File: src/hw/wisc_params.svh
// core-wide sizes for the 16-bit teaching ISA
// register index width must match the register count
`ifndef WISC_PARAMS_SVH
`define WISC_PARAMS_SVH

// one machine word, also the instruction width
`define WISC_DATA_W 16

// architectural register file
`define WISC_NREGS 8
`define WISC_REG_W 3

`endif
File: src/hw/wiscPipePkg.sv
// packets passed between decode, execute and result
// widths come from the shared params header
package wiscPipePkg;

`include "wisc_params.svh"

   typedef enum logic [3:0] {
      aluAdd,   // inverting adder output
      aluXor,
      aluAndn,  // a & b, b already inverted by invB
      aluRol,
      aluSll,
      aluRor,
      aluSrl,
      aluBtr,   // bit reverse of a
      aluPassB, // lbi
      aluSlbi   // (a << 8) | b
   } aluOp_e;

   typedef enum logic [2:0] {
      condNone,
      condEq,
      condLt,
      condLe,
      condCarry
   } setCond_e;

   typedef struct packed {
      aluOp_e   aluOp;
      logic     invA;
      logic     invB;
      logic     cin;
      setCond_e setCond;
      logic     regWrt;
      logic     errOp;    // rejected opcode
      logic     halt;
      logic     bSrcImm;  // operand b from immediate
   } ctrl_t;

   typedef struct packed {
      logic                    valid;
      ctrl_t                   ctrl;
      logic [`WISC_DATA_W-1:0] operandA;
      logic [`WISC_DATA_W-1:0] operandB;
      logic [`WISC_REG_W-1:0]  destReg;
      logic [`WISC_DATA_W-1:0] imm;      // already extended
   } decodePkt_t;

   typedef struct packed {
      logic                    valid;
      logic                    regWrt;
      logic                    errOp;
      logic                    halt;
      logic [`WISC_REG_W-1:0]  destReg;
      logic [`WISC_DATA_W-1:0] data;
   } resultPkt_t;

endpackage

File: src/hw/wiscIsaPkg.sv
// instruction set encodings as seen in instr[15:11] and instr[1:0]
// every opcode is named, including those the core rejects
package wiscIsaPkg;

   typedef enum logic [4:0] {
      opHalt     = 5'b0_0000,
      opNop      = 5'b0_0001,
      opSiic     = 5'b0_0010,
      opRti      = 5'b0_0011,
      opJ        = 5'b0_0100,
      opJr       = 5'b0_0101,
      opJal      = 5'b0_0110,
      opJalr     = 5'b0_0111,
      opAddi     = 5'b0_1000,
      opSubi     = 5'b0_1001,
      opXori     = 5'b0_1010,
      opAndni    = 5'b0_1011,
      opBeqz     = 5'b0_1100,
      opBnez     = 5'b0_1101,
      opBltz     = 5'b0_1110,
      opBgez     = 5'b0_1111,
      opSt       = 5'b1_0000,
      opLd       = 5'b1_0001,
      opSlbi     = 5'b1_0010,
      opStu      = 5'b1_0011,
      opRoli     = 5'b1_0100, // low two bits follow the shift func order
      opSlli     = 5'b1_0101,
      opRori     = 5'b1_0110,
      opSrli     = 5'b1_0111,
      opLbi      = 5'b1_1000,
      opBtr      = 5'b1_1001,
      opAluShift = 5'b1_1010, // ROL, SLL, ROR, SRL by func
      opAluArith = 5'b1_1011, // ADD, SUB, XOR, ANDN by func
      opSeq      = 5'b1_1100,
      opSlt      = 5'b1_1101,
      opSle      = 5'b1_1110,
      opSco      = 5'b1_1111
   } opcode_e;

   // meaning depends on opcode: arith name first, shift name second
   typedef enum logic [1:0] {
      fnAddRol  = 2'b00,
      fnSubSll  = 2'b01,
      fnXorRor  = 2'b10,
      fnAndnSrl = 2'b11
   } aluFunc_e;

endpackage

File: src/hw/wiscCore.sv
// two-stage integer core, one instruction per valid strobe, no back-pressure
// writeback reported two edges after acceptance, in order
`timescale 1ns/100ps

`include "wisc_params.svh"

module wiscCore
   import wiscPipePkg::*;
(
   input  logic                    clk,
   input  logic                    reset,
   input  logic                    instrValid,
   input  logic [15:0]             instr,
   output logic                    wbValid,
   output logic [`WISC_REG_W-1:0]  wbReg,
   output logic [`WISC_DATA_W-1:0] wbData,
   output logic                    errOp,
   output logic                    halted
);

   decodePkt_t              decPkt;
   resultPkt_t              exPkt;    // also the forwarding path
   logic [`WISC_REG_W-1:0]  rdAddrA;
   logic [`WISC_REG_W-1:0]  rdAddrB;
   logic [`WISC_DATA_W-1:0] rdDataA;
   logic [`WISC_DATA_W-1:0] rdDataB;

   wiscDecode decode0 (
      .clk, .reset, .instrValid, .instr, .halted,
      .rdDataA, .rdDataB, .exPkt,
      .rdAddrA, .rdAddrB, .decPkt
   );

   wiscExecute execute0 (
      .decPkt, .exPkt
   );

   wiscResult result0 (
      .clk, .reset, .exPkt, .rdAddrA, .rdAddrB,
      .rdDataA, .rdDataB, .wbValid, .wbReg, .wbData, .errOp, .halted
   );

endmodule

File: src/hw/wiscResult.sv
// register file and writeback report, one cycle after execute
// the instruction behind halt still retires, decode drops the rest until reset
`timescale 1ns/100ps

`include "wisc_params.svh"

module wiscResult
   import wiscPipePkg::*;
(
   input  logic                    clk,
   input  logic                    reset,
   input  resultPkt_t              exPkt,
   input  logic [`WISC_REG_W-1:0]  rdAddrA,
   input  logic [`WISC_REG_W-1:0]  rdAddrB,
   output logic [`WISC_DATA_W-1:0] rdDataA,
   output logic [`WISC_DATA_W-1:0] rdDataB,
   output logic                    wbValid,
   output logic [`WISC_REG_W-1:0]  wbReg,
   output logic [`WISC_DATA_W-1:0] wbData,
   output logic                    errOp,
   output logic                    halted
);

   logic [`WISC_DATA_W-1:0] regFile [`WISC_NREGS];
   logic                    accept;

   assign accept  = exPkt.valid;             // decode already gates on halted
   assign rdDataA = regFile[rdAddrA];        // async read, written value next cycle
   assign rdDataB = regFile[rdAddrB];

   always_ff @(posedge clk) begin
      if (reset) begin
         for (int i = 0; i < `WISC_NREGS; i++) begin
            regFile[i] <= '0;
         end
      end else if (accept & exPkt.regWrt) begin
         regFile[exPkt.destReg] <= exPkt.data;
      end
   end

   always_ff @(posedge clk) begin
      if (reset) begin
         wbValid <= 1'b0;
         errOp   <= 1'b0;
         halted  <= 1'b0;
      end else begin
         wbValid <= accept & exPkt.regWrt;
         errOp   <= accept & exPkt.errOp;       // one cycle pulse
         halted  <= halted | (accept & exPkt.halt); // sticky
      end
   end

   // report payload, qualified by wbValid
   always_ff @(posedge clk) begin
      wbReg  <= exPkt.destReg;
      wbData <= exPkt.data;
   end

endmodule

File: src/hw/wiscExecute.sv
// second stage datapath, purely combinational
// shifts and rotates use only the low four bits of operand b
// set ops produce 0 or 1 from the adder flags
`timescale 1ns/100ps

`include "wisc_params.svh"

module wiscExecute
   import wiscPipePkg::*;
(
   input  decodePkt_t decPkt,
   output resultPkt_t exPkt
);

   localparam int DW = `WISC_DATA_W;

   ctrl_t          ctrl;
   logic [DW-1:0]  opA;
   logic [DW-1:0]  bSel;
   logic [DW-1:0]  aIn;
   logic [DW-1:0]  bIn;
   logic [DW-1:0]  sum;
   logic           cout;
   logic           zero;
   logic           sign;
   logic           ovf;
   logic [3:0]     shAmt;
   logic [DW-1:0]  rev;
   logic [DW-1:0]  aluRes;
   logic           setBit;

   assign ctrl = decPkt.ctrl;
   assign opA  = decPkt.operandA;
   assign bSel = ctrl.bSrcImm ? decPkt.imm : decPkt.operandB; // reg or imm

   // inverting adder
   assign aIn           = ctrl.invA ? ~opA : opA;
   assign bIn           = ctrl.invB ? ~bSel : bSel;
   assign {cout, sum}   = {1'b0, aIn} + {1'b0, bIn} + {{DW{1'b0}}, ctrl.cin};
   assign zero          = (sum == '0);
   assign sign          = sum[DW-1];
   assign ovf           = (aIn[DW-1] == bIn[DW-1]) & (sum[DW-1] != aIn[DW-1]);

   assign shAmt = bSel[3:0];

   always_comb begin
      for (int i = 0; i < DW; i++) begin
         rev[i] = opA[DW-1-i];
      end
   end

   always_comb begin
      case (ctrl.aluOp)
         aluAdd:   aluRes = sum;
         aluXor:   aluRes = aIn ^ bIn;
         aluAndn:  aluRes = aIn & bIn;                   // b inverted by decode
         aluRol:   aluRes = (opA << shAmt) | (opA >> (5'd16 - {1'b0, shAmt}));
         aluSll:   aluRes = opA << shAmt;
         aluRor:   aluRes = (opA >> shAmt) | (opA << (5'd16 - {1'b0, shAmt}));
         aluSrl:   aluRes = opA >> shAmt;
         aluBtr:   aluRes = rev;
         aluPassB: aluRes = bSel;
         aluSlbi:  aluRes = {opA[DW-9:0], 8'h00} | bSel;
         default:  aluRes = sum;
      endcase
   end

   // adder holds b - a for eq, lt, le and a + b for carry
   always_comb begin
      case (ctrl.setCond)
         condEq:    setBit = zero;
         condLt:    setBit = ~zero & ~(sign ^ ovf);      // b - a > 0
         condLe:    setBit = ~(sign ^ ovf);              // b - a >= 0
         condCarry: setBit = cout;
         default:   setBit = 1'b0;
      endcase
   end

   always_comb begin
      exPkt.valid   = decPkt.valid;
      exPkt.regWrt  = ctrl.regWrt;
      exPkt.errOp   = ctrl.errOp;
      exPkt.halt    = ctrl.halt;
      exPkt.destReg = decPkt.destReg;
      exPkt.data    = (ctrl.setCond == condNone) ? aluRes : {{(DW-1){1'b0}}, setBit};
   end

endmodule

File: src/hw/wiscDecode.sv
// first stage: opcode decode, operand fetch with one forwarding path
// operands forward only from the packet in execute; older ones are in the file
// rejected opcodes set errOp and never write a register
`timescale 1ns/100ps

`include "wisc_params.svh"

module wiscDecode
   import wiscIsaPkg::*, wiscPipePkg::*;
(
   input  logic                    clk,
   input  logic                    reset,
   input  logic                    instrValid,
   input  logic [15:0]             instr,
   input  logic                    halted,   // drop everything once set
   input  logic [`WISC_DATA_W-1:0] rdDataA,
   input  logic [`WISC_DATA_W-1:0] rdDataB,
   input  resultPkt_t              exPkt,    // forwarding source
   output logic [`WISC_REG_W-1:0]  rdAddrA,
   output logic [`WISC_REG_W-1:0]  rdAddrB,
   output decodePkt_t              decPkt
);

   opcode_e                 opc;
   aluFunc_e                func;
   ctrl_t                   ctrl;
   logic [`WISC_REG_W-1:0]  destReg;
   logic [`WISC_DATA_W-1:0] imm;
   logic                    fwdA;
   logic                    fwdB;
   decodePkt_t              decNext;

   // same order for immediate and register shift forms
   function automatic aluOp_e shiftOp(input logic [1:0] sel);
      case (sel)
         2'b00:   return aluRol;
         2'b01:   return aluSll;
         2'b10:   return aluRor;
         default: return aluSrl;
      endcase
   endfunction

   assign opc  = opcode_e'(instr[15:11]);
   assign func = aluFunc_e'(instr[1:0]);

   always_comb begin
      ctrl    = '0;                                      // add, no set, no write
      destReg = instr[7:5];                              // immediate format
      imm     = {{(`WISC_DATA_W-5){instr[4]}}, instr[4:0]}; // sext imm5
      case (opc)
         opHalt: ctrl.halt = 1'b1;
         opNop: ;                                        // nothing, no report
         opAddi: begin
            ctrl.regWrt  = 1'b1;
            ctrl.bSrcImm = 1'b1;
         end
         opSubi: begin
            ctrl.regWrt  = 1'b1;
            ctrl.bSrcImm = 1'b1;
            ctrl.invA    = 1'b1;                          // imm - rs
            ctrl.cin     = 1'b1;
         end
         opXori, opAndni: begin
            ctrl.regWrt  = 1'b1;
            ctrl.bSrcImm = 1'b1;
            ctrl.aluOp   = (opc == opXori) ? aluXor : aluAndn;
            ctrl.invB    = (opc == opAndni);
            imm          = {{(`WISC_DATA_W-5){1'b0}}, instr[4:0]}; // zext
         end
         opRoli, opSlli, opRori, opSrli: begin
            ctrl.regWrt  = 1'b1;
            ctrl.bSrcImm = 1'b1;
            ctrl.aluOp   = shiftOp(instr[12:11]);
            imm          = {{(`WISC_DATA_W-5){1'b0}}, instr[4:0]};
         end
         opAluArith: begin
            ctrl.regWrt = 1'b1;
            destReg     = instr[4:2];
            case (func)
               fnAddRol: ctrl.aluOp = aluAdd;
               fnSubSll: begin
                  ctrl.invA = 1'b1;                       // rt - rs
                  ctrl.cin  = 1'b1;
               end
               fnXorRor: ctrl.aluOp = aluXor;
               default: begin
                  ctrl.aluOp = aluAndn;
                  ctrl.invB  = 1'b1;
               end
            endcase
         end
         opAluShift: begin
            ctrl.regWrt = 1'b1;
            destReg     = instr[4:2];
            ctrl.aluOp  = shiftOp(func);
         end
         opSeq, opSlt, opSle: begin
            ctrl.regWrt  = 1'b1;
            destReg      = instr[4:2];
            ctrl.invA    = 1'b1;                          // flags from rt - rs
            ctrl.cin     = 1'b1;
            ctrl.setCond = (opc == opSeq) ? condEq : (opc == opSlt) ? condLt : condLe;
         end
         opSco: begin
            ctrl.regWrt  = 1'b1;
            destReg      = instr[4:2];
            ctrl.setCond = condCarry;                     // carry of rs + rt
         end
         opBtr: begin
            ctrl.regWrt = 1'b1;
            destReg     = instr[4:2];
            ctrl.aluOp  = aluBtr;
         end
         opLbi, opSlbi: begin
            ctrl.regWrt  = 1'b1;
            ctrl.bSrcImm = 1'b1;
            destReg      = instr[10:8];
            ctrl.aluOp   = (opc == opLbi) ? aluPassB : aluSlbi;
            imm          = (opc == opLbi) ?
                           {{(`WISC_DATA_W-8){instr[7]}}, instr[7:0]} :
                           {{(`WISC_DATA_W-8){1'b0}}, instr[7:0]};
         end
         default: ctrl.errOp = 1'b1;                      // memory, branch, jump, siic, rti
      endcase
   end

   // register file read plus bypass from the instruction in execute
   assign rdAddrA = instr[10:8];
   assign rdAddrB = instr[7:5];
   assign fwdA    = exPkt.valid & exPkt.regWrt & (exPkt.destReg == rdAddrA);
   assign fwdB    = exPkt.valid & exPkt.regWrt & (exPkt.destReg == rdAddrB);

   always_comb begin
      decNext.valid    = instrValid & ~halted;
      decNext.ctrl     = ctrl;
      decNext.operandA = fwdA ? exPkt.data : rdDataA;
      decNext.operandB = fwdB ? exPkt.data : rdDataB;
      decNext.destReg  = destReg;
      decNext.imm      = imm;
   end

   always_ff @(posedge clk) begin
      decPkt <= decNext;
      if (reset) begin
         decPkt.valid <= 1'b0;                            // payload left as is
      end
   end

endmodule

File: config.mk
export PLATFORM = sky130hd
export DESIGN_NAME = wiscCore
export DESIGN_NICKNAME = d
export VERILOG_FILES = /design/src/hw/wiscPipePkg.sv /design/src/hw/wiscIsaPkg.sv /design/src/hw/wiscCore.sv /design/src/hw/wiscResult.sv /design/src/hw/wiscExecute.sv /design/src/hw/wiscDecode.sv
export VERILOG_INCLUDE_DIRS = /design/src /design/src/hw
export SDC_FILE = /design/constraint.sdc
export NUM_CORES = 1
export LEC_CHECK = 0
export BUFFER_PORTS_ARGS = -buffer_cell sky130_fd_sc_hd__buf_2
export CORE_ASPECT_RATIO = 1.75
export CORE_MARGIN = 2
export CORE_UTILIZATION = 31
export CTS_CLUSTER_SIZE = 14
export DETAILED_ROUTE_END_ITERATION = 12
export PLACE_DENSITY = 0.52
export RECOVER_POWER = 25
export SYNTH_ARGS = -nofsm -noshare
export SYNTH_HDL_FRONTEND = slang
export SYNTH_SLANG_ARGS = --single-unit
File: constraint.sdc
create_clock -name clk -period 13.6 [get_ports clk]
set_input_delay 2.04 -clock clk [delete_from_list [all_inputs] [get_ports clk]]
set_output_delay 2.04 -clock clk [all_outputs]
set_load 0.02 [all_outputs]
# Yosys cells after proc, flatten, opt, wreduce, memory -nomap -nowiden
# Memory sizes are Yosys's and may differ from the RTL's.
# Cells that the tools add are included.
# totals
reg_bits	87
ram_bits	128
inputBits	19
elab_cells	139
n_memories	1
# classes
addsub	3
n_eq_ne	39
n_shift	4
mux	36
bitwise_logic	20
reduce_logical	18
# mem_list
memory	words	word_bits	rd	rd_clocked_by_memory_dff	write_ports	line	rtl
result0.regFile	8	16	2	0	8	wiscResult.sv:24	logic [`WISC_DATA_W-1:0] regFile [`WISC_NREGS];
# op_table
operator	n
$pmux 16 s9	1
$mux 16	8
$eq 5x5->1 const B	13
$or 16x16->16	3
$not 16->16	2
$pmux 16 s2	1
$pmux 4 s6	1
$eq 5x4->1 const B	4
$reduce_or 19->1	1
$pmux 3 s3	2
$add 16x16->17	1
$add 17x1->17	1
$reduce_or 17->1	1
$and 16x16->16	1
$eq 4x3->1 const B	4
$logic_not 16->1	1
$reduce_or 16->1	1
$shl 16x4->16	1
$shl 16x5->16	1
$shr 16x4->16	1
$shr 16x5->16	1
$xor 16x16->16	1
$mux 1	14
$pmux 3 s2	2
31 further kinds	53

# Longest topological paths before layout
# logic_depth
depth_word	13
mapped_depth	24
depth_no_buf	19

# Hierarchy
# Synthesis repeated with hierarchy kept, for this count alone.
# hier_totals
cells_unflattened	1376
area_unflattened_um2	14458.9
# modules_own_cells
mod	n_inst	cells_each	area_each_um2	seq_area_each_um2
wiscResult	1	457	7374.6	4284.1
wiscExecute	1	718	4744.6	0.0
wiscDecode	1	201	2339.7	1161.1

# Worst setup path before layout
# No wires, ideal clock.
# synth_path
path_type	reg-to-reg
from	register decode0.decPkt[51] (netlist name)
to	memory result0.regFile[0][0] in the netlist's numbering (data pin)
arrival_time_ns	5.204
required_time_ns	13.346
path_slack_ns	8.142
path_stages_with_launch	23
path_buffers	4
synth_period_minus_slack_ns	5.458
path_cell_list	dfxtp_1 buf_6 mux2i_1 buf_2 buf_1 xnor2_1 ha_1 and2_1 a221o_1 o21ai_2 a31oi_1 a211o_1 a21o_1 a21o_1 fa_1 nor4b_1 o21ai_0 nor4b_1 nand4_1 o41ai_1 o211ai_2 buf_6 and2b_1
# synth_rtl
element	line
to (decl)	wiscResult.sv:24

==> impl_metrics.toml <==
[clock_network]
cts_tree = "built"
clk_pin_slew_ns = 0.07
cts_setup_buffers = 0
insertion_delay_ns = 0.51
cts-root-buf = "clkbuf_16"
cts_buffer_depth = 3
cts_buffers = 20
cts_hold_buf = 0
clock-sinks = 208
cts_resized = 0
h-tree-depth = 1

[flow_run]
cap_violations = 0

[sta]
drv_slew = 0
finalHoldViolations = 0
slew_headroom_pct = 7.61
grt_setup_unrepaired = "no"
fin_tns_setup_ns = 0
tightestPinTransition_ns = 1.39
min_period_ns = 6.39
finalCritPeriodShare_pct = 47.0
setup_viol = 0
finClkSkew_ns = 0.0197
max_freq_mhz = 156

[pwr]
p_per_area_nw_per_um2 = 143
p_leak_nw = 5.79
power_mw = 2.19
irDropWorstVdd_mv = 0.126

[die]
die_h_um = 285
die-area_um2 = 47000
num_rows = 103
initial_utilization_pct = 31.3
num_io_pins = 41
coreArea_um2 = 44800
die_w_um = 165

[yosys]
yosys.cell_types.count = 76
synth_top_area_share_pct = 27.4
synth_seq_cells = 208
synth-edff-count = 128
synth_fp_nets = 1477
synth_area_leader_cell = "edfxtp_1"
syn_area_um2 = 14000
ys_seq_area_share_pct = 38.8
async_flop_share_pct = 0
synth_warnings = 0
synthTopCellsByArea = "edfxtp_1 27%, mux4_2 12%, dfxtp_1 11%"
synth-main-ff-cell = "edfxtp_1"
syn_area_per_cell_um2 = 9.81
postSynthCellCount = 1430

[placed_design]
io_buffers = 40
place.detailed.hpwl_um = 37800
gp_congestion = 1.03

[min_path]
min-delay-path-class = "flip-flop to flip-flop"

[worst_setup_path]
required_ns = 13.99
crit_path_start_kind = "flip-flop"
critPathKind = "flip-flop to flip-flop"
cp.arrival_ns = 6.78
path_max_fanout = 38
worstSetupEndpointType = "flip-flop"

[global_routing]
first_global_vias = 11937
grt_antenna_before_repair = 0
grt_use_met3_pct = 2.18
overflow = 0
grt_pass1_wl_um = 78600
grtUsageTotal_pct = 22.7
gr-usage-met2_pct = 42.7
grtUsageMet1_pct = 23.8
grt_max_degree = 43
top_usage_layer = "met2"

[route]
first_pass_iters = 5
routed_wl_um = 53100
drc_errors = 0
first_iter_violations = 814
routed_via_density = 5.81
vias = 11524
detail-route-antenna-nets = 0
post_drt_wl_per_cell_um = 26.8

[layout]
antenna_cells = 0
nFillCells = 4634
syn2layout_area_growth_pct = 9.37
drive_gt1_share_pct = 12.9
nets = 1441

[run_status]
status = "complete, no violations"
## path summary, 6_finish.rpt
check / startpoint / end / slack (ns) / cells past startpoint
worst min register to register: decode0.decPkt[16]$_DFF_P_ / result0.wbReg[0]$_DFF_P_ / 0.43 / 0
worst max-delay path: decode0.decPkt[51]$_DFF_P_ / result0.regFile[7][0]$_SDFFCE_PN0P_ / 7.21 / 19
worst max register to register: decode0.decPkt[51]$_DFF_P_ / result0.regFile[7][0]$_SDFFCE_PN0P_ / 7.21 / 19
worst min-delay path: decode0.decPkt[16]$_DFF_P_ / result0.wbReg[0]$_DFF_P_ / 0.43 / 0
## critical path: stages (launching register included)
cell and delay, ns:
dfxtp_1 0.90, mux2i_4 0.33, buf_4 0.48, xnor2_1 0.16, ha_1 0.35, and2_1 0.17, a221o_1 0.36, o21ai_2 0.21
a31oi_1 0.12, a211o_1 0.31, a21o_1 0.18, a21o_1 0.22, fa_1 0.52, nor4b_1 0.31, o21ai_0 0.14, nor4b_1 0.29
nand4_1 0.15, or4_1 0.45, o211ai_2 0.39, and2b_1 0.19
## cell type report
type	count	area (µm²)	share of cell area (%)
clock inverters	5	96.3	0.628
clock buffers	31	557	3.63
flip-flops and latches	208	5450	35.5
repair buffers	80	455	2.97
multi-input cells	1048	7930	51.7
well taps	577	722	4.71
inverters	36	140	0.913
## layout by cell type (no fill, tap or decap), drive strengths merged, types with 28 or more instances in the layout
cell type,netlist,routed
nor2,190,190
mux4,75,75
o21ai,57,57
clkbuf,93,63
buf,45,48
mux2i,89,89
nor2b,40,40
xor2,28,28
nand2,106,106
nand3,33,33
a21oi,94,94
a211oi,39,39
edfxtp,128,128
inv,34,35
dfxtp,80,80
## per-stage QoR
stage | hold slack (ns) | area [µm²] | utilization, % | setup WS [ns] | instances
after floorplan | 0.329 | 14000 | - | 8.14 | 1430
after global placement | 0.424 | 14700 | 32.9 | 7.28 | 1949
after detailed placement | 0.431 | 14700 | 32.9 | 7.22 | 1949
after CTS | 0.442 | 15400 | 34.3 | 7.19 | 1985
after global routing | 0.457 | 15300 | 34.2 | 6.71 | 1985
final | 0.433 | 15300 | 34.2 | 7.21 | 1985
## cells by family (layout without fill, tap and decap cells)
group	after synthesis	count (layout)	synth area share, %
compound gates	325	325	15.4
xor+xnor	54	54	3.37
fa+ha+maj	28	28	2.60
buf+inv	174	152	5.23
flops	208	208	38.8
mux	174	174	19.2
simple gates	467	467	15.3
## state kept, by name, indices dropped and copies added (netlist names)
name / cells
result0.wbData: 16
result0.regFile: 128
decode0.decPkt: 58
result0.errOp: 1
result0.wbReg: 3
result0.wbValid: 1
result0.halted: 1
## cell usage after synthesis (6+ instances only)
| cell | n |
|---|---|
| nor3_1 | 22 |
| o22ai_1 | 8 |
| a31oi_1 | 8 |
| mux2i_1 | 89 |
| o211ai_1 | 18 |
| nand3_1 | 33 |
| dfxtp_1 | 80 |
| nand2b_1 | 16 |
| edfxtp_1 | 128 |
| a22oi_1 | 12 |
| inv_1 | 33 |
| and2b_1 | 8 |
| o21ai_0 | 54 |
| o21a_1 | 6 |
| a21oi_1 | 93 |
| and3_1 | 11 |
| buf_1 | 10 |
| buf_2 | 27 |
| nand2_1 | 106 |
| o2111ai_1 | 6 |
| clkbuf_1 | 93 |
| xor2_1 | 28 |
| nor2_1 | 189 |
| xnor2_1 | 26 |
| nor2b_1 | 40 |
| a222oi_1 | 7 |
| mux4_2 | 75 |
| or3_1 | 6 |
| a211oi_1 | 39 |
| a221o_1 | 7 |
| a221oi_1 | 11 |
| o221ai_1 | 6 |
| a21o_1 | 11 |
| and2_1 | 9 |
| mux2_2 | 9 |
| ha_1 | 26 |
| nor4_1 | 6 |
## routing by layer
layer	up-vias	wire, µm
li1	5221	-
met1	5708	18400
met2	438	28700
met3	157	2440
met4	0	3570
met5	-	0
## report_power, final
group          switching [mW]  internal (mW)  leakage [nW]
logic                   0.585          0.284          3.48
registers              0.0377          0.722          1.99
clock network           0.241          0.324         0.319
total                   0.863           1.33          5.79
Power figures use the tool's default switching activity.
